`src/host_pkg.sv`:
```
/*
  host package
  address map, bus widths, opcode type and the fixed boot image
  shared by the loader, router, memory and host register block
*/
`default_nettype none

package host_pkg;

  localparam int ADDR_W = 16;
  localparam int DATA_W = 32;

  // backing memory, word addressed by addr[9:2]
  localparam int MEM_WORDS = 256;
  localparam int MEM_IDX_W = $clog2(MEM_WORDS);

  // bit 15 selects the host register block
  localparam logic [ADDR_W-1:0] HOST_BASE       = 16'h8000;
  localparam logic [ADDR_W-1:0] HOST_ENABLE_OFS = 16'h0000;
  localparam logic [ADDR_W-1:0] HOST_FINISH_OFS = 16'h0004;
  localparam logic [DATA_W-1:0] HOST_BAD_RDATA  = 32'hDEAD_BEEF;

  localparam int TRACE_W = 8;
  localparam int CODE_W  = 8;

  typedef enum logic {
    OP_READ  = 1'b0,
    OP_WRITE = 1'b1
  } op_e;

  // boot image, one write command per entry
  localparam int NBF_LEN   = 8;
  localparam int NBF_IDX_W = $clog2(NBF_LEN);

  typedef struct packed {
    logic [ADDR_W-1:0] addr;
    logic [DATA_W-1:0] data;
  } nbf_entry_t;

  localparam nbf_entry_t nbf_image [NBF_LEN] = '{
    '{16'h0000, 32'h1000_0000},
    '{16'h0004, 32'h1000_0101},
    '{16'h0008, 32'h1000_0202},
    '{16'h000C, 32'h1000_0303},
    '{16'h0010, 32'h1000_0404},
    '{16'h0014, 32'h1000_0505},
    '{16'h0018, 32'h1000_0606},
    // last entry turns on two of the trace enables
    '{HOST_BASE + HOST_ENABLE_OFS, 32'h0000_0005}
  };

endpackage

`default_nettype wire

```
`src/nbf_loader.sv`:
```
/*
  nbf boot loader
  walks the fixed boot image once after reset and issues every entry
  as a four-phase write on the loader channel, then flags completion
*/
`default_nettype none
`timescale 1ns/1ps

module nbf_loader
  import host_pkg::*;
(
  input  wire                clk_i,
  input  wire                rst_n_i,

  output logic               ld_req_o,
  output op_e                ld_op_o,
  output logic [ADDR_W-1:0]  ld_addr_o,
  output logic [DATA_W-1:0]  ld_wdata_o,
  input  wire                ld_ack_i,

  output logic               load_done_o
);

  typedef enum logic [1:0] {
    S_IDLE,
    S_REQ,
    S_WAIT_DROP,
    S_DONE
  } ld_state_e;

  ld_state_e             state_q;
  logic [NBF_IDX_W-1:0]  idx_q;
  logic                  last_entry;

  assign last_entry = (idx_q == NBF_IDX_W'(NBF_LEN - 1));

  always_ff @(posedge clk_i)
  begin
    if (!rst_n_i)
    begin
      state_q <= S_IDLE;
      idx_q   <= '0;
    end
    else
    begin
      case (state_q)
        S_IDLE:
        begin
          state_q <= S_REQ;
        end
        // hold req until the router answers
        S_REQ:
        begin
          if (ld_ack_i)
          begin
            state_q <= S_WAIT_DROP;
          end
        end
        // ack must fall before the next entry starts
        S_WAIT_DROP:
        begin
          if (!ld_ack_i)
          begin
            if (last_entry)
            begin
              state_q <= S_DONE;
            end
            else
            begin
              idx_q   <= idx_q + 1'b1;
              state_q <= S_REQ;
            end
          end
        end
        // stays here until reset
        S_DONE:
        begin
          state_q <= S_DONE;
        end
        default:
        begin
          state_q <= S_IDLE;
        end
      endcase
    end
  end

  // command fields come straight from the image, stable while req is high
  assign ld_req_o    = (state_q == S_REQ);
  assign ld_op_o     = OP_WRITE;
  assign ld_addr_o   = nbf_image[idx_q].addr;
  assign ld_wdata_o  = nbf_image[idx_q].data;
  assign load_done_o = (state_q == S_DONE);

endmodule

`default_nettype wire

```
`config.mk`:
```
export PLATFORM = sky130hd
export DESIGN_NAME = nbf_loader
export DESIGN_NICKNAME = d
export VERILOG_FILES = /design/src/host_pkg.sv /design/src/nbf_loader.sv
export SDC_FILE = /design/constraint.sdc
export NUM_CORES = 1
export LEC_CHECK = 0
export ABC_AREA = 1
export CORE_MARGIN = 1
export CORE_UTILIZATION = 45
export CTS_CLUSTER_SIZE = 40
export DETAILED_ROUTE_END_ITERATION = 8
export DONT_BUFFER_PORTS = 1
export PLACE_DENSITY_LB_ADDON = 0.1
export SETUP_SLACK_MARGIN = 0.1
export SYNTH_ARGS = -nofsm -noshare
export SYNTH_HDL_FRONTEND = slang
export SYNTH_SLANG_ARGS = --single-unit
```
`constraint.sdc`:
```
create_clock -name clk_i -period 3.2 [get_ports clk_i]
set_input_delay 0.64 -clock clk_i [delete_from_list [all_inputs] [get_ports clk_i]]
set_output_delay 0.64 -clock clk_i [all_outputs]
set_load 0.005 [all_outputs]
```
; Word level (Yosys, flattened, before mapping)
; Memories as Yosys holds them, arrays and structs flattened.
; Index checks and enable logic that the tools add are counted.
[totals]
ram_bits = 0
ff_bits = 5
elab_cells = 23
inputBits = 3
rom_bits = 384
output_inout_bits = 51
n_memories = 1
latchBits = 0
[memory_table]
columns = memory, words, word_bits, read_ports, rd_clocked_by_memory_dff, wr, line_no
row1 = (name not given), 8, 48, 1, 0, 0, nbf_loader.sv:92  ; assign ld_wdata_o = nbf_image[idx_q].data;
[classes]
reduce_logical = 3
mul = 0
add_sub_neg = 1
n_div = 0
bitwise = 3
n_mux = 6
magnitude_cmp = 1
shifts = 0
eq_ne = 6
[ops]
columns = op, n
row1 = 2-to-1 mux 48 bit, 2
row2 = one-hot mux 2 bit (4 select lines), 1
row3 = 2-to-1 mux 2 bit, 3
row4 = == test 2 bit (second input constant), 2
row5 = greater-or-equal comparator 4 bit (second input constant), 1
row6 = NOT 3 -> 4 bit, 1
row7 = adder 3 x 1 -> 3 bit (second input constant), 1
row8 = == test 3 bit (second input constant), 1
row9 = AND reduction 3 bit, 1
row10 = == test 2 x 1 -> 1 bit (second input constant), 1
row11 = zero test 2 bit, 1
row12 = != test 2 x 1 -> 1 bit (second input constant), 1
row13 = != test 2 bit (second input constant), 1
row14 = NOT 1 bit, 2
row15 = AND reduction 2 bit, 1

; Logic depth before layout (Yosys ltp)
[logic_depth]
ltp_word = 4
mapped_depth = 6
ltp_nobuf = 6

; Worst setup path before layout
; OpenSTA, ideal clock, no wires.
[synth_path]
path_type = register -> output
startpoint = reg idx_q[0]
endpoint = out ld_wdata_o[1]
path_buffers = 1
t_required_ns = 2.560
t_arrival_ns = 1.012
setup_slack_ns = 1.548
path_stages_with_launch = 6
path_cell_list = dfxtp_1 > inv_1 > ha_1 > nand2_1 > o21ai_0 > buf_4
[synth_between]
elab_chain_len = 4
[synth_lines]
columns = element, line_no
row1 = from (decl), nbf_loader.sv:32  ; logic [NBF_IDX_W-1:0] idx_q;
row2 = from (signal assigned), nbf_loader.sv:70  ; idx_q <= idx_q + 1'b1;
row3 = NOT 3 -> 4 bit (implied by the code), nbf_loader.sv:92
row4 = memory read (8 x 48 bit), n/a
row5 = 2-to-1 mux 48 bit (implied by the code) (2 in a row), nbf_loader.sv:92
row6 = to (decl), nbf_loader.sv:18  ; output logic [DATA_W-1:0] ld_wdata_o,
; No other way between the ends. The select of a mux whose other input is x is not followed.

; Worst setup path in the final report
[layout_path]
startpoint = reg idx_q[0]
endpoint = out ld_addr_o[3]
[layout_between]
elab_chain_len = 4
[layout_lines]
columns = element, line_no
row1 = NOT 3 -> 4 bit (implied by the code), nbf_loader.sv:91  ; assign ld_addr_o = nbf_image[idx_q].addr;
row2 = memory read (8 x 48 bit), n/a
row3 = 2-to-1 mux 48 bit (2 in a row), n/a
row4 = to (decl), nbf_loader.sv:17  ; output logic [ADDR_W-1:0] ld_addr_o,
; No other way between the ends. The select of a mux whose other input is x is not followed.

==> results by group <==
Route
  – Routed wire length: 653 um
  – Initial DRC count: 7
  – Antenna-violating nets left: 0
  – Drt drc: 0
  – First-pass detailed-route iteration total: 4
  – Vias post-DR: between 300 and 400
  – Wire per inst: 6.47 um
  – Via density: approximately 3.5

Critical path
  – CP Capture Type: output port
  – Crit path launch type: flip-flop
  – Critical path class: reg2out
  – Reg2reg setup slack: roughly 1.8 ns
  – Data required, critical path: between 2 and 3 ns
  – CP max FO: 7
  – Crit path DAT: around 1.2 ns

Clocking
  – CTS root buffer: clkbuf_4
  – CTS H-tree depth: 1
  – Number of CTS-inserted buffers: 3
  – Post CTS Setup Buffer Count: 0
  – Clk_lat worst skew: 0.24 ns
  – CTS Hold Bufs: 0
  – Reg clk slew, reported paths: roughly 0.04 ns
  – CTS sink count: 5
  – CTS resizes: 0
  – Maximum root-to-sink buffer count: 2
  – CTS tree: yes

Layout
  – Final #Nets: 95
  – Antenna Diode Count: 0
  – Area of the multi-input gates: ~330 um2
  – Commonest non-fill, non-tap cell in the layout: conb_1
  – Synth-to-Final Area Change: -22.9%
  – Non-filler instance count after layout: between 100 and 150
  – Layout cells sized above 1: 6.98%
  – Commonest non-fill, non-tap cells in the layout: 38 x conb_1, 7 x inv_1, 7 x nand2_1
  – FF+latch area: approximately 100 um2
  – Fill cell count: between 100 and 150

Pwr
  – P_int: ~0.12 mW
  – Sw frac: between 20% and 30%
  – Combinational fraction of design power: ~15%
  – Clock power share: about 42%
  – Max IR drop VDD: 143 uV
  – Leak: ~0.29 nW
  – Sw power: just under 0.05 mW
  – Pwr/cell area: around 330 mW/mm2
  – Tot Pwr: 0.168 mW
  – Sequential power share: 42.8%

Global route
  – Initial antenna violation count: 0
  – First-pass GRT wire length: 931 um
  – Vias in the first global route: 241
  – GR peak layer: met2
  – Gr usage total: under 10%
  – Global-route met3 utilization: 6.67%
  – Grt ovf: 0
  – GRT met1 Usage: 8.55%
  – Met2 Resource Use GR: between 10 and 15%
  – Largest net degree at the start of global routing: 10

Die
  – Die H: 40.2 um
  – Top Ports: 54
  – Die span in x: about 40 um
  – Die area: between 0.0015 and 0.002 mm2
  – Starting Density: about 50%
  – Placeable Area: approximately 0.0013 mm2
  – Placement Rows: 13

Synth
  – Synth cell types: 14
  – Cells after Synth: 90
  – Avg Inst Size Synth: approximately 7.3 um2
  – Register area share after synthesis: 15.3%
  – Cell area after synthesis: approximately 660 um2
  – Synth warnings: 0
  – Synth area leader: buf_4
  – Synth Register Bits: 5
  – Synth area leaders: buf_4 50%, dfxtp_1 15%, ha_1 9.5%, inv_1 4.0%, nand2_1 4.0%
  – Post-synth top area share: 50.4%

Place
  – Buffers on Ports: 0
  – Dpl hpwl: 546 um
  – RD Place Congestion: around 0.7
  – Dpl cells: just under 100

Timing
  – # setup viols final: 0
  – Clock Skews: 0.00208 ns
  – Final Slew Violations: 0
  – Tmin final: 1.88 ns
  – Worst-Margin Slew: approximately 0.5 ns
  – Slew margin rel.: approximately two thirds
  – Setup TNS: 0 ns
  – Unrepaired setup endpoints after global routing: false
  – Final Hold Vio Count: 0
  – Fmax: about 0.53 GHz
  – Tcrit/Tclk final: around three fifths

Hold path
  – Hold crit path type: in2reg

Run status
  – Status: completed

Run
  – Max-capacitance violation count: 0
## worst paths after layout
| check | cells past startpoint | to | start |
|---|---|---|---|
| setup / recovery | 4 | ld_addr_o[3] | idx_q[0] |
| hold / removal | 2 | idx_q[0] | rst_n_i |
| setup reg to reg | 6 | idx_q[2] | idx_q[0] |
| hold reg to reg | 2 | state_q[1] | state_q[1] |
## state kept, by name (all words and copies together), names as in the netlist
signal   count
idx_q        3
state_q      2
## through the flow
| step | utilization, % | cell area, um2 | hold slack (ns) | worst slack [ns] |
|---|---|---|---|---|
| after floorplan | - | 791 | 0.505 | 1.55 |
| after global placement | 35.9 | 479 | 0.551 | 1.59 |
| after detailed placement | 35.9 | 479 | 0.543 | 1.57 |
| after CTS | 37.9 | 505 | 0.511 | 1.31 |
| after global routing | 37.9 | 505 | 0.508 | 1.16 |
| final | 37.9 | 505 | 0.522 | 1.32 |
## cell type report
| cell class | instances | share of cell area [%] |
|---|---|---|
| multi-input cells | 69 | 65.3 |
| clock buffers | 4 | 5.20 |
| inverters | 8 | 5.94 |
| well taps | 15 | 3.71 |
| flip-flops and latches | 5 | 19.8 |
## cell families after synthesis
family | share of synthesized area (%)
buffers and inverters | 55.0
AND/OR/NAND/NOR | 11.8
AO/OA/AOI/OAI | 7.25
adder cells (fa/ha/maj) | 9.54
flip-flops | 15.3
other | 1.15
## worst max-delay path, stage by stage (launching register included)
cell	delay, ns
dfxtp_1	0.46
inv_1	0.09
ha_1	0.20
nand2_1	0.06
o21ai_0	0.20
## power groups by stage
| stage | logic [mW] | registers [mW] | clock network, mW |
|---|---|---|---|
| after floorplan | 0.0604 | 0.0714 | 0 |
| after CTS | 0.0245 | 0.0718 | 0.0759 |
| after global placement | 0.0246 | 0.0729 | 0 |
| after detailed placement | 0.0244 | 0.0729 | 0 |
| final | 0.0249 | 0.0718 | 0.0712 |
| after global routing | 0.0323 | 0.0723 | 0.0848 |
## synth_stat cells (all sizes together)
| cell type | instances |
|---|---|
| a21boi | 1 |
| a21oi | 3 |
| buf | 44 |
| conb | 2 |
| dfxtp | 5 |
| ha | 5 |
| inv | 8 |
| nand2 | 7 |
| nand3 | 3 |
| nor2 | 7 |
| o21ai | 5 |
## routing by layer
metal / up-vias / routed length, um
met5: - / 0
met1: 142 / 277
li1: 183 / -
met2: 29 / 280
met4: 0 / 0
met3: 0 / 96
Power figures use the tool's default switching activity.
