**src/host_pkg.sv**
```systemverilog
/*
  host package
  address map, bus widths, opcode type and the fixed boot image
  shared by the loader, router, memory and host register block
*/
`default_nettype none

package host_pkg;

  localparam int ADDR_W = 16;
  localparam int DATA_W = 32;

  // backing memory, word addressed by addr[9:2]
  localparam int MEM_WORDS = 256;
  localparam int MEM_IDX_W = $clog2(MEM_WORDS);

  // bit 15 selects the host register block
  localparam logic [ADDR_W-1:0] HOST_BASE       = 16'h8000;
  localparam logic [ADDR_W-1:0] HOST_ENABLE_OFS = 16'h0000;
  localparam logic [ADDR_W-1:0] HOST_FINISH_OFS = 16'h0004;
  localparam logic [DATA_W-1:0] HOST_BAD_RDATA  = 32'hDEAD_BEEF;

  localparam int TRACE_W = 8;
  localparam int CODE_W  = 8;

  typedef enum logic {
    OP_READ  = 1'b0,
    OP_WRITE = 1'b1
  } op_e;

  // boot image, one write command per entry
  localparam int NBF_LEN   = 8;
  localparam int NBF_IDX_W = $clog2(NBF_LEN);

  typedef struct packed {
    logic [ADDR_W-1:0] addr;
    logic [DATA_W-1:0] data;
  } nbf_entry_t;

  localparam nbf_entry_t nbf_image [NBF_LEN] = '{
    '{16'h0000, 32'h1000_0000},
    '{16'h0004, 32'h1000_0101},
    '{16'h0008, 32'h1000_0202},
    '{16'h000C, 32'h1000_0303},
    '{16'h0010, 32'h1000_0404},
    '{16'h0014, 32'h1000_0505},
    '{16'h0018, 32'h1000_0606},
    // last entry turns on two of the trace enables
    '{HOST_BASE + HOST_ENABLE_OFS, 32'h0000_0005}
  };

endpackage

`default_nettype wire

```
**src/cmd_router.sv**
```systemverilog
/*
  command router
  grants the loader until loading is done and the processor after,
  one transaction at a time; latches the command, decodes the target
  from the host region bit and relays ack and read data back
*/
`default_nettype none
`timescale 1ns/1ps

module cmd_router
  import host_pkg::*;
(
  input  wire                clk_i,
  input  wire                rst_n_i,
  input  wire                load_done_i,

  input  wire                proc_req_i,
  input  wire op_e           proc_op_i,
  input  wire [ADDR_W-1:0]   proc_addr_i,
  input  wire [DATA_W-1:0]   proc_wdata_i,
  output logic               proc_ack_o,
  output logic [DATA_W-1:0]  proc_rdata_o,

  input  wire                ld_req_i,
  input  wire op_e           ld_op_i,
  input  wire [ADDR_W-1:0]   ld_addr_i,
  input  wire [DATA_W-1:0]   ld_wdata_i,
  output logic               ld_ack_o,

  output logic               mem_req_o,
  output op_e                mem_op_o,
  output logic [ADDR_W-1:0]  mem_addr_o,
  output logic [DATA_W-1:0]  mem_wdata_o,
  input  wire                mem_ack_i,
  input  wire [DATA_W-1:0]   mem_rdata_i,

  output logic               host_req_o,
  output op_e                host_op_o,
  output logic [ADDR_W-1:0]  host_addr_o,
  output logic [DATA_W-1:0]  host_wdata_o,
  input  wire                host_ack_i,
  input  wire [DATA_W-1:0]   host_rdata_i
);

  typedef enum logic [1:0] {
    R_IDLE,
    R_FWD,
    R_RESP
  } rt_state_e;

  rt_state_e          state_q;
  logic               req_q, ack_q, gnt_proc_q, host_sel_q;
  op_e                op_q;
  logic [ADDR_W-1:0]  addr_q;
  logic [DATA_W-1:0]  wdata_q, rdata_q;
  logic               new_req, rqst_req, tgt_ack;
  op_e                in_op;
  logic [ADDR_W-1:0]  in_addr;
  logic [DATA_W-1:0]  in_wdata, tgt_rdata;

  // processor is held off until the boot image is in
  assign new_req  = load_done_i ? proc_req_i   : ld_req_i;
  assign in_op    = load_done_i ? proc_op_i    : ld_op_i;
  assign in_addr  = load_done_i ? proc_addr_i  : ld_addr_i;
  assign in_wdata = load_done_i ? proc_wdata_i : ld_wdata_i;

  assign rqst_req  = gnt_proc_q ? proc_req_i : ld_req_i;
  assign tgt_ack   = host_sel_q ? host_ack_i : mem_ack_i;
  assign tgt_rdata = host_sel_q ? host_rdata_i : mem_rdata_i;

  always_ff @(posedge clk_i)
  begin
    if (!rst_n_i)
    begin
      state_q    <= R_IDLE;
      req_q      <= 1'b0;
      ack_q      <= 1'b0;
      gnt_proc_q <= 1'b0;
      host_sel_q <= 1'b0;
    end
    else
    begin
      case (state_q)
        R_IDLE:
        begin
          if (new_req)
          begin
            req_q      <= 1'b1;
            gnt_proc_q <= load_done_i;
            host_sel_q <= |(in_addr & HOST_BASE);
            state_q    <= R_FWD;
          end
        end
        // target done, drop its req and answer the requester
        R_FWD:
        begin
          if (tgt_ack)
          begin
            req_q   <= 1'b0;
            ack_q   <= 1'b1;
            state_q <= R_RESP;
          end
        end
        // both sides back to idle before the next grant
        R_RESP:
        begin
          if (!rqst_req && !tgt_ack)
          begin
            ack_q   <= 1'b0;
            state_q <= R_IDLE;
          end
        end
        default:
        begin
          state_q <= R_IDLE;
        end
      endcase
    end
  end

  always_ff @(posedge clk_i)
  begin
    if ((state_q == R_IDLE) && new_req)
    begin
      op_q    <= in_op;
      addr_q  <= in_addr;
      wdata_q <= in_wdata;
    end
    if ((state_q == R_FWD) && tgt_ack)
    begin
      rdata_q <= tgt_rdata;
    end
  end

  assign mem_req_o    = req_q && !host_sel_q;
  assign mem_op_o     = op_q;
  assign mem_addr_o   = addr_q;
  assign mem_wdata_o  = wdata_q;

  assign host_req_o   = req_q && host_sel_q;
  assign host_op_o    = op_q;
  assign host_addr_o  = addr_q;
  assign host_wdata_o = wdata_q;

  assign proc_ack_o   = ack_q && gnt_proc_q;
  assign proc_rdata_o = rdata_q;
  assign ld_ack_o     = ack_q && !gnt_proc_q;

endmodule

`default_nettype wire

```
**config.mk**
```make
export PLATFORM = sky130hd
export DESIGN_NAME = cmd_router
export DESIGN_NICKNAME = d
export VERILOG_FILES = /design/src/host_pkg.sv /design/src/cmd_router.sv
export SDC_FILE = /design/constraint.sdc
export NUM_CORES = 1
export LEC_CHECK = 0
export BUFFER_PORTS_ARGS = -buffer_cell sky130_fd_sc_hd__buf_2
export CAP_MARGIN = 20
export CORE_AREA = 8 8 112 114
export CTS_CLUSTER_SIZE = 10
export DETAILED_ROUTE_END_ITERATION = 6
export DIE_AREA = 0 0 120 122
export HOLD_SLACK_MARGIN = 0.08
export MAX_ROUTING_LAYER = met4
export PLACE_DENSITY = 0.76
export REMOVE_ABC_BUFFERS = 1
export SYNTH_ARGS = -nofsm -noshare
export SYNTH_HDL_FRONTEND = slang
export SYNTH_SLANG_ARGS = --single-unit
```
**constraint.sdc**
```tcl
create_clock -name clk_i -period 9.3 [get_ports clk_i]
set_input_delay 1.395 -clock clk_i [delete_from_list [all_inputs] [get_ports clk_i]]
set_output_delay 1.395 -clock clk_i [all_outputs]
set_load 0.005 [all_outputs]
```
Word-level counts from Yosys, hierarchy flattened
Cells that the tools add are included.

word-level totals
  flip-flop bits (word level) = 87
  output and inout bits = 134
  logic and storage cells = 49

operators by class
  mux-type cells = 17
  equal/unequal tests = 5
  reduce and logical (&&, ||, !) cells = 18

operators with widths
  operator                                                                count
  32-bit two-way mux                                                      2
  16-bit two-way mux                                                      1
  3-bit AND reduction                                                     3
  1-bit two-way mux                                                       8
  1-bit logical AND                                                       7
  2-bit two-way mux                                                       3
  2-bit inequality test (second input constant)                           3
  2-bit case mux with 3 select lines                                      1
  1-bit logical NOT                                                       4
  1-bit case mux with 2 select lines                                      2
  2-bit nonzero test                                                      2
  2-bit by 1-bit equality test with 1-bit output (second input constant)  1
  2-bit equality test (second input constant)                             1
  2-bit logical NOT                                                       1
  2-bit AND reduction                                                     1

Logic depth before layout (Yosys ltp)
  word-level depth = 5
  gate-level depth with buffers = 4

Worst setup path before layout
Ideal clock, no wire load.

  kind = input to register
  from = in load_done_i
  to = reg addr_q[0], in the netlist host_addr_o[0], enable pin
  setup slack = 5184 ps
  stages = 3
  required time = 8848 ps
  arrival = 3664 ps
  buffers on the path = 1
  cells stage by stage = buf_2 -> mux2i_1 -> nor3_2

between the ends
  cells in the longest elaborated chain, start to end = 2

RTL lines
  item                  RTL line           source
  from (decl)           cmd_router.sv:15   input wire load_done_i,
  1-bit two-way mux     cmd_router.sv:62   assign new_req = load_done_i ? proc_req_i : ld_req_i;
  1-bit logical AND     cmd_router.sv:123  if ((state_q == R_IDLE) && new_req)
  to (signal assigned)  cmd_router.sv:126  addr_q <= in_addr;
  to (decl)             cmd_router.sv:54   logic [ADDR_W-1:0] addr_q;

No other way between the ends.
A chain may end at the register's enable or synchronous reset.

Worst setup path after layout
  from = in load_done_i
  to = reg wdata_q[28], in the netlist host_wdata_o[28], enable pin

between the ends
  cells in the longest elaborated chain, start to end = 2

RTL lines
  item                  RTL line           source
  1-bit two-way mux     cmd_router.sv:62
  1-bit logical AND     cmd_router.sv:123
  to (signal assigned)  cmd_router.sv:127  wdata_q <= in_wdata;
  to (decl)             cmd_router.sv:55   logic [DATA_W-1:0] wdata_q, rdata_q;

No other way between the ends.

==> flow_summary.toml <==
[layout]
layout.nets = 684
syn_to_final_growth_pct = 37.1
fillCellCount = 928
drive_gt1_share_pct = 77.9
final_area_um2 = 5640
antenna_cells = 0

[setup_path]
crit_fanout = 52
critical_path_required_ns = 9.27
cp-end-kind = "flip-flop"
worstSetupStartpointType = "input pin"
cp.arrival_ns = 2.98
crit_type = "in -> reg"

[cts]
cts_tree = "yes"
cts_setup_buffers = 0
ctsLongestPathBuffers = 2
cts_resized = 0
cts_buffers = 9
cts-root-buf = "clkbuf_8"
cts.sink_count = 87
path_clk_slew_ns = 0.08
postCtsHoldBufs = 0
insertion_delay_ns = 0.34
h-tree-depth = 3

[placed_design]
placed_area_um2 = 5400
portBuffers = 302
dp_slack_ns = 5.93
dpl.hpwl_um = 10300
routabilityCongestion = 0.807

[synth]
ys_async_sr_fraction_pct = 0
ys_warn_count = 0
avgSynthCellArea_um2 = 15.9
netlist_area_um2 = 4120
synth_top_area_share_pct = 59.1
synth_area_leaders = "edfxtp_1 (59%), mux2_2 (22%), buf_4 (8.9%)"
synth_common_cells = "edfxtp_1 (81), mux2_2 (81), buf_4 (49), buf_2 (9), dfxtp_1 (6)"
syn_inst = 259
ys_ff_latch = 87
synth.distinct_cells = 24
synth_edf_count = 81
yosysSeqAreaShare_pct = 62.0
synthFlopType = "edfxtp_1"
yosysTopAreaCell = "edfxtp_1"

[power]
leakagePower_nw = 2.53
power.density_nw_per_um2 = 171
peakVddDrop_mv = 0.0879
total_power_uw = 963

[status]
status = "finished clean"

[drt]
m1WireLength_um = 4230
drc_errors = 0
vias = 3015
first_pass_iters = 4
routed_via_density = 4.57
drt.antenna.violating_nets = 0
wl_um = 12300
wl_met3_um = 938
detail_route.wl_per_cell_um = 18.6
drt-initial-drc-count = 74
wl_met2_um = 6890
routed.top_layer = "met4"

[global_routing]
grt_max_degree = 53
overflow = 0
grt.total_usage_pct = 16.1
grt_pass1_vias = 3380
antenna_found_initial = 0
grt_first_pass_wirelength_um = 18000

[timing]
worst_slew_pin_slew_ns = 0.909
slew_headroom_pct = 39.3
setup-violations-final = 0
max_freq_mhz = 332
fin_crit_sh_pct = 32.4
period_minus_slack_ns = 3.01
hold-worst-slack_ns = 0.471
fin_worst_skew_ns = 0.00810
finalHoldViolations = 0
final.setup.worst_slack_ns = 6.29
finalMaxSlewViolations = 0
tns_ns = 0
rsz0062_at_grt = "false"

[floorplan]
die-area_um2 = 14600
die_x_um = 120
start_util_pct = 38.5
core-area_um2 = 10700
fp.dieH_um = 122
io_pins = 303
num_rows = 38

[worst_hold_path]
hold_path.class = "reg -> reg"

[job]
drv_cap = 0
==> report_power, final <==
part	switching, mW	total (mW)	leakage (nW)	internal (mW)
sequential	0.0167	0.488	0.811	0.471
clock	0.130	0.309	0.114	0.179
combinational	0.0748	0.166	1.60	0.0908
total	0.222	0.963	2.53	0.741
==> flip-flops by register name, summed over array words and instances (netlist names) <==
name,flops
proc_rdata_o,32
host_sel_q,1
gnt_proc_q,1
req_q,1
state_q,2
host_addr_o,16
host_op_o,1
host_wdata_o,32
ack_q,1
==> cell type report <==
type,count,area (µm²),area share [%]
inverter,3,11.3,0.200
clock inverter,5,106,1.89
multi-input combinational,109,1130,20.0
tap,140,175,3.10
sequential,87,2550,45.2
timing repair buffer,305,1530,27.2
clock buffer,11,131,2.33
==> per-layer routing <==
metal | vias up | global-route usage [%]
li1 | 1415 | -
met2 | 148 | 30.3
met3 | 21 | 5.00
met5 | - | -
met1 | 1431 | 15.0
met4 | 0 | 6.01
==> metrics by stage <==
stage          instances  utilization, %
3_5_place_dp         644            50.5
2_1_floorplan        199               -
3_3_place_gp         644            50.5
5_1_grt              660            52.7
6_report             660            52.7
4_1_cts              660            52.7
==> layout by cell type, fill, tap and decap left out, types with 3 or more instances in the layout <==
| cell | count |
|---|---|
| bufinv_16 | 3 |
| nor2_1 | 3 |
| nor2b_1 | 4 |
| mux2_2 | 81 |
| dfxtp_1 | 6 |
| nand2_1 | 4 |
| clkbuf_8 | 9 |
| buf_4 | 3 |
| inv_1 | 3 |
| buf_2 | 302 |
| edfxtp_1 | 81 |
==> cells by family (layout without fill, tap and decap cells) <==
kind of cell | after synthesis | after routing | synth area share [%]
multiplexers | 84 | 84 | 23.0
buffers and inverters | 63 | 324 | 10.7
AO/OA/AOI/OAI | 9 | 9 | 2.04
AND/OR/NAND/NOR | 16 | 16 | 2.28
flip-flops | 87 | 87 | 62.0
==> worst paths after layout <==
kind                                   from  slack [ns]  cells past startpoint                to
worst min-delay path                  req_q        0.47                      2             req_q
worst min register to register        req_q        0.47                      2             req_q
worst max register to register   host_sel_q        7.14                      3  proc_rdata_o[10]
worst max-delay path            load_done_i        6.29                      5  host_wdata_o[28]
==> worst max-delay path: stages <==
cell	delay (ns)
buf_2	0.08
buf_4	0.51
mux2i_1	0.23
nor3_4	0.17
buf_4	0.54
Note: power is estimated with default switching activity, not from simulation.
