## config.mk

```make
export PLATFORM = sky130hd
export DESIGN_NAME = io_host
export DESIGN_NICKNAME = d
export VERILOG_FILES = /design/src/host_pkg.sv /design/src/io_host.sv
export SDC_FILE = /design/constraint.sdc
export NUM_CORES = 1
export LEC_CHECK = 0
export ABC_AREA = 0
export BUFFER_PORTS_ARGS = -buffer_cell sky130_fd_sc_hd__buf_2
export CORE_ASPECT_RATIO = 0.8
export CORE_MARGIN = 2
export CORE_UTILIZATION = 40
export DETAILED_ROUTE_END_ITERATION = 6
export PLACE_DENSITY = 0.8
export SYNTH_ARGS = -nofsm -noshare
export SYNTH_HDL_FRONTEND = slang
export SYNTH_SLANG_ARGS = --single-unit
```

## constraint.sdc

```tcl
create_clock -name clk_i -period 2.8 [get_ports clk_i]
set_input_delay 0.14 -clock clk_i [delete_from_list [all_inputs] [get_ports clk_i]]
set_output_delay 0.14 -clock clk_i [all_outputs]
set_load 0.01 [all_outputs]
```

## src/host_pkg.sv

```systemverilog
/*
  host package
  address map, bus widths, opcode type and the fixed boot image
  shared by the loader, router, memory and host register block
*/
`default_nettype none

package host_pkg;

  localparam int ADDR_W = 16;
  localparam int DATA_W = 32;

  // backing memory, word addressed by addr[9:2]
  localparam int MEM_WORDS = 256;
  localparam int MEM_IDX_W = $clog2(MEM_WORDS);

  // bit 15 selects the host register block
  localparam logic [ADDR_W-1:0] HOST_BASE       = 16'h8000;
  localparam logic [ADDR_W-1:0] HOST_ENABLE_OFS = 16'h0000;
  localparam logic [ADDR_W-1:0] HOST_FINISH_OFS = 16'h0004;
  localparam logic [DATA_W-1:0] HOST_BAD_RDATA  = 32'hDEAD_BEEF;

  localparam int TRACE_W = 8;
  localparam int CODE_W  = 8;

  typedef enum logic {
    OP_READ  = 1'b0,
    OP_WRITE = 1'b1
  } op_e;

  // boot image, one write command per entry
  localparam int NBF_LEN   = 8;
  localparam int NBF_IDX_W = $clog2(NBF_LEN);

  typedef struct packed {
    logic [ADDR_W-1:0] addr;
    logic [DATA_W-1:0] data;
  } nbf_entry_t;

  localparam nbf_entry_t nbf_image [NBF_LEN] = '{
    '{16'h0000, 32'h1000_0000},
    '{16'h0004, 32'h1000_0101},
    '{16'h0008, 32'h1000_0202},
    '{16'h000C, 32'h1000_0303},
    '{16'h0010, 32'h1000_0404},
    '{16'h0014, 32'h1000_0505},
    '{16'h0018, 32'h1000_0606},
    // last entry turns on two of the trace enables
    '{HOST_BASE + HOST_ENABLE_OFS, 32'h0000_0005}
  };

endpackage

`default_nettype wire

```

## src/io_host.sv

```systemverilog
/*
  host register block
  trace enable register and finish register on a four-phase
  req/ack target port; unmapped offsets read a fixed pattern
*/
`default_nettype none
`timescale 1ns/1ps

module io_host
  import host_pkg::*;
(
  input  wire                 clk_i,
  input  wire                 rst_n_i,

  input  wire                 host_req_i,
  input  wire op_e            host_op_i,
  input  wire [ADDR_W-1:0]    host_addr_i,
  input  wire [DATA_W-1:0]    host_wdata_i,
  output logic                host_ack_o,
  output logic [DATA_W-1:0]   host_rdata_o,

  output logic [TRACE_W-1:0]  trace_en_o,
  output logic                finish_o,
  output logic [CODE_W-1:0]   finish_code_o
);

  typedef enum logic [1:0] {
    REG_ENABLE,
    REG_FINISH,
    REG_NONE
  } host_reg_e;

  logic [ADDR_W-1:0]   ofs;
  host_reg_e           reg_sel;
  logic                ack_q;
  logic                access;
  logic [DATA_W-1:0]   rd_mux;
  logic [DATA_W-1:0]   rdata_q;
  logic [TRACE_W-1:0]  trace_en_q;
  logic                finish_q;
  logic [CODE_W-1:0]   finish_code_q;

  // strip the region bit to get the register offset
  assign ofs = host_addr_i & ~HOST_BASE;

  always_comb
  begin
    if (ofs == HOST_ENABLE_OFS)
    begin
      reg_sel = REG_ENABLE;
    end
    else if (ofs == HOST_FINISH_OFS)
    begin
      reg_sel = REG_FINISH;
    end
    else
    begin
      reg_sel = REG_NONE;
    end
  end

  always_comb
  begin
    case (reg_sel)
      REG_ENABLE: rd_mux = DATA_W'(trace_en_q);
      // code in 7:0, flag in bit 8
      REG_FINISH: rd_mux = DATA_W'({finish_q, finish_code_q});
      default:    rd_mux = HOST_BAD_RDATA;
    endcase
  end

  assign access = host_req_i && !ack_q;

  always_ff @(posedge clk_i)
  begin
    if (!rst_n_i)
    begin
      ack_q         <= 1'b0;
      trace_en_q    <= '0;
      finish_q      <= 1'b0;
      finish_code_q <= '0;
    end
    else
    begin
      ack_q <= host_req_i;
      if (access && (host_op_i == OP_WRITE))
      begin
        case (reg_sel)
          REG_ENABLE: trace_en_q <= host_wdata_i[TRACE_W-1:0];
          REG_FINISH:
          begin
            // flag is sticky until reset
            finish_q      <= 1'b1;
            finish_code_q <= host_wdata_i[CODE_W-1:0];
          end
          default: ;
        endcase
      end
    end
  end

  always_ff @(posedge clk_i)
  begin
    if (access && (host_op_i == OP_READ))
    begin
      rdata_q <= rd_mux;
    end
  end

  assign host_ack_o    = ack_q;
  assign host_rdata_o  = rdata_q;
  assign trace_en_o    = trace_en_q;
  assign finish_o      = finish_q;
  assign finish_code_o = finish_code_q;

endmodule

`default_nettype wire

```

# ---- Word-level counts from Yosys, hierarchy flattened
# Cells that the tools add are included.
# W data, S select, Z words.
dict set report totals {
  in_bits 52
  ff_bits 50
  output_inout_bits 50
  word_cells 19
}
dict set report op_classes {
  n_bitwise 1
  n_mux 3
  n_reduce_logical 8
  eq_ne 2
}
# op n
set ops {}
lappend ops {{$pmux W32 S2} 1}
lappend ops {{$logic_not A16 Y1} 1}
lappend ops {{$eq A15 B3 Y1 const B} 1}
lappend ops {{$mux W2} 2}
lappend ops {{$reduce_and A2 Y1} 2}
lappend ops {{$logic_and A1 B1 Y1} 3}
lappend ops {{$eq A2 B1 Y1 const B} 1}
lappend ops {{$logic_not A2 Y1} 1}
lappend ops {{$logic_not A1 Y1} 1}
lappend ops {{$not A1 Y1} 1}

# ---- Depth between registers and ports, before layout
dict set report depth {
  ltp_word 5
  depth_mapped 6
  mapped_depth_nobuf 4
}

# ---- Least setup slack after synthesis
# OpenSTA, ideal clock, no wires.
dict set report synth_path {
  path_type {reg2reg}
  from {register ack_q (netlist: host_ack_o)}
  to {register rdata_q[0] (netlist: host_rdata_o[0]), enable pin}
  path_slack_ns 1.250
  path_stages_with_launch 2
  setup_time_ns 0.392
  n_path_buf 0
  t_arrival_ns 1.157
  path_cell_list {dfxtp_1 -> nor3b_1}
}
dict set report synth_between {
  elab_chain_len 3
}
# element line_no
set synth_rtl {}
lappend synth_rtl {{from (decl)} io_host.sv:35} ;# logic ack_q;
lappend synth_rtl {{from (signal assigned)} io_host.sv:85} ;# ack_q <= host_req_i;
lappend synth_rtl {{$logic_not A1 Y1} io_host.sv:72} ;# assign access = host_req_i && !ack_q;
lappend synth_rtl {{$logic_and A1 B1 Y1} io_host.sv:72}
lappend synth_rtl {{$logic_and A1 B1 Y1} io_host.sv:104} ;# if (access && (host_op_i == OP_READ))
lappend synth_rtl {{to (signal assigned)} io_host.sv:106} ;# rdata_q <= rd_mux;
lappend synth_rtl {{to (decl)} io_host.sv:38} ;# logic [DATA_W-1:0] rdata_q;
# No other way between the ends.
# A chain may end at the register's enable or synchronous reset.

# ---- Worst setup path in the final report
dict set report layout_path {
  from {input host_addr_i[14]}
  to {register rdata_q[5] (netlist: host_rdata_o[5]), data pin}
}
dict set report layout_between {
  elab_chain_len 5
  word_cells_on_any_way 7
  cone_classes {eq/ne (2); mux (3); reduce/logical (2)}
}
# element line_no
set layout_rtl {}
lappend layout_rtl {{from (decl)} io_host.sv:17} ;# input wire [ADDR_W-1:0] host_addr_i,
lappend layout_rtl {{$eq A15 B3 Y1} io_host.sv:52} ;# else if (ofs == HOST_FINISH_OFS)
lappend layout_rtl {{$mux W2} io_host.sv:52}
lappend layout_rtl {{$mux W2 *} io_host.sv:48} ;# if (ofs == HOST_ENABLE_OFS)
lappend layout_rtl {{$eq A2 B1 Y1 / $logic_not A2 Y1 (equally long branches)} io_host.sv:64} ;# case (reg_sel)
lappend layout_rtl {{$pmux W32 S2 *} io_host.sv:64}
lappend layout_rtl {{named net rd_mux[5]} io_host.sv:37} ;# logic [DATA_W-1:0] rd_mux;
# Mark *: on every way through the listed nets, which the timed path passes. The rest lies on a longest branch.

==> metrics.md <==
| Metric | Value |
|---|---|
| Area Growth Syn to Fin | 21.1% |
| Clock sink count | 28 |
| Synthesis warning total | 0 |
| Async set-reset flop share out of synthesis | 0% |
| Pleak | 0.710 nW |
| Worst path bufs/invs | 1 |
| Post-CTS setup buffers | 0 |
| Placed inst area | 1570 um^2 |
| Post-CTS Hold Fix Bufs | 0 |
| Synth top area share | 26.6% |
| Initial DRC count | 35 |
| Top FF cell, synth | dfxtp_1 |
| Die ar. | 3870 um^2 |
| Clk_lat worst skew | 0.29 ns |
| Worst IR drop on VDD | 0.355 mV |
| Most frequent cells in the layout | buf_2 (70), nand3_1 (18), dfxtp_1 (18) |
| Maxcap violations | 0 |
| Outcome | completed |
| Kind of critical path | input port to flop |
| Post-route clock period utilization | 58.8% |
| Total GRT Usage | 16.2% |
| Kind of start point of the critical path | input port |
| First-pass GRT wire length | 5.04 mm |
| Sequential Power Share | 51.8% |
| Root buf cell | clkbuf_8 |
| Starting Density | 43.0% |
| DRT Pass-1 Iters | 4 |
| Commonest non-fill, non-tap cell in the layout | buf_2 |
| Setup tns final | 0 ns |
| Fraction of layout cells with a size suffix above 1 | 41.5% |
| Synthesized area | 1360 um^2 |
| Tmin final | 1.65 ns |
| Routed len/inst | 14.1 um |
| Fin. Hold Viols | 0 |
| Final Slew Violations | 0 |
| CP max stage cell | and2_1 |
| GPL Wtd Cong | 0.700 |
| Die Height | 56.1 um |
| Dpl cells | 224 |
| Library cells used by synthesis | 24 |
| Reg clk slew, reported paths | 0.10 ns |
| Power Dens Cells | 505 nW/um^2 |
| Ant. Diodes | 0 |
| Largest net degree at the start of global routing | 18 |
| # rows | 18 |
| Post-synthesis register bit count | 28 |
| Fmax | 608 MHz |
| Vias per cell | 5.24 |
| Post-layout instance area | 1640 um^2 |
| Worst Hold Class | input port to flop |
| Seq/Total Area, Yosys | 48.8% |
| Post-synth EDFFs | 10 |
| Vias | 1,195 |
| Drc violations | 0 |
| Post-DRT Antenna Nets | 0 |
| Critical Path RT | 2.85 ns |
| Slew Limit Headroom | 58.0% |
| Non-Filler Instances | 228 |
| Worst Clk Skew | 0.0108 ns |
| CTS tree | yes |
| Htree depth | 1 |
| Critical Path AT | 1.69 ns |
| Clock power frac | 39.6% |
| Sw frac | 22.0% |
| Syn Inst Count | 136 |
| IO Count | 102 |
| FILL cells | 301 |
| Top cells by area, synth | dfxtp_1 (27%), edfxtp_1 (22%), buf_4 (13%), nand3_1 (6.6%), a21oi_1 (6.3%) |
| R2R setup slack | 1.22 ns |
| Mapped Avg Cell Area | 9.96 um^2 |
| Worst Tran Pin Value | 0.626 ns |
| Setup Viol. Count Final | 0 |
| RSZ-0062 raised after global routing | no |
| Clk buf depth | 2 |
| Critical Path Fanout Max | 12 |
| Critical Path End Type | flop |
| Port bufs | 70 |
| Internal power | 646 uW |
| Die span in x | 69.1 um |
| CP max stage delay | 0.50 ns |
| Number of global-route vias before repair | 1,075 |
| Initial antenna violation count | 0 |
| Cts repair resizes | 0 |
| Critical-path cell list | buf_2 > nor3_1 > and2_1 > nand2_1 > o22a_1 |
| Core Footprint | 3150 um^2 |
| Fin nets | 241 |
| Dominant cell type by area after synthesis | dfxtp_1 |
| DP HPWL | 2.25 mm |
| Switching power | 182 uW |
| TritonCTS buffer count | 3 |
| Routed WL | 3.22 mm |
| Combinational power share | 8.6% |
| Top Family by Delay on Critical Path | simple AND/OR/NAND/NOR gates |
| Grt ovf | 0 |
-- path summary, 6_finish.rpt --
| check | start | endpoint | cells past startpoint |
|---|---|---|---|
| setup / recovery | host_addr_i[14] | host_rdata_o[5] | 5 |
| hold / removal | host_req_i | host_ack_o | 2 |
| setup reg to reg | host_ack_o | trace_en_o[7] | 4 |
| hold reg to reg | finish_code_o[5] | finish_code_o[5] | 2 |
-- synthesized netlist by cell type (2+ instances only) --
cell type,count
o22a_1,7
nor3_1,2
nor4_4,3
dfxtp_1,18
buf_4,23
edfxtp_1,10
and2_1,2
o21ai_0,16
nand2_1,5
and3_1,2
a21oi_1,17
clkbuf_1,2
nand3_1,18
-- per-stage QoR --
| stage | util, % | worst slack, ns | hold slack (ns) | power, mW |
|---|---|---|---|---|
| after floorplan | - | 1.25 | 0.262 | 0.484 |
| after global placement | 49.8 | 0.870 | 0.369 | 0.509 |
| after detailed placement | 49.8 | 0.873 | 0.375 | 0.510 |
| after CTS | 52.1 | 1.19 | 0.0885 | 0.828 |
| after global routing | 52.1 | 1.02 | 0.0895 | 0.853 |
| final | 52.1 | 1.15 | 0.0845 | 0.828 |
-- power groups by stage --
stage | combinational [mW] | clock (mW) | sequential [mW]
after floorplan | 0.0412 | 0 | 0.443
after global placement | 0.0700 | 0 | 0.439
after detailed placement | 0.0711 | 0 | 0.439
after CTS | 0.0711 | 0.328 | 0.429
after global routing | 0.0764 | 0.346 | 0.430
final | 0.0711 | 0.328 | 0.429
-- routing by layer --
| metal | global-route usage, % | routed length (um) |
|---|---|---|
| met5 | 0 | 0 |
| met2 | 26.9 | 1460 |
| met4 | 5.32 | 56 |
| met1 | 20.7 | 1360 |
| met3 | 3.99 | 345 |
-- worst reg2reg max path: stages, from the launching register on --
cell and delay [ns]:
dfxtp_1 0.32, and3b_1 0.21, nand4_1 0.48, o21ai_0 0.35, a21oi_1 0.10
-- flip-flops by register name (all words and copies together) (netlist names) --
signal         flops
finish_o           1
host_ack_o         1
trace_en_o         8
finish_code_o      8
host_rdata_o      10
-- logic make-up after synthesis --
group,synth area share [%]
other cells,0.277
compound gates,16.7
flops,48.8
simple gates,18.4
buf+inv,15.9
-- area by class of cell --
class / count / area (um^2) / share of cell area (%)
Clock buffer: 3 / 41.3 / 2.52
Clock inverter: 1 / 30.0 / 1.83
Inverter: 1 / 3.75 / 0.229
Multi-Input combinational cell: 84 / 498 / 30.3
Sequential cell: 28 / 661 / 40.2
Tap cell: 40 / 50.0 / 3.05
Timing Repair Buffer: 71 / 358 / 21.8
Power figures use the tool's default switching activity.
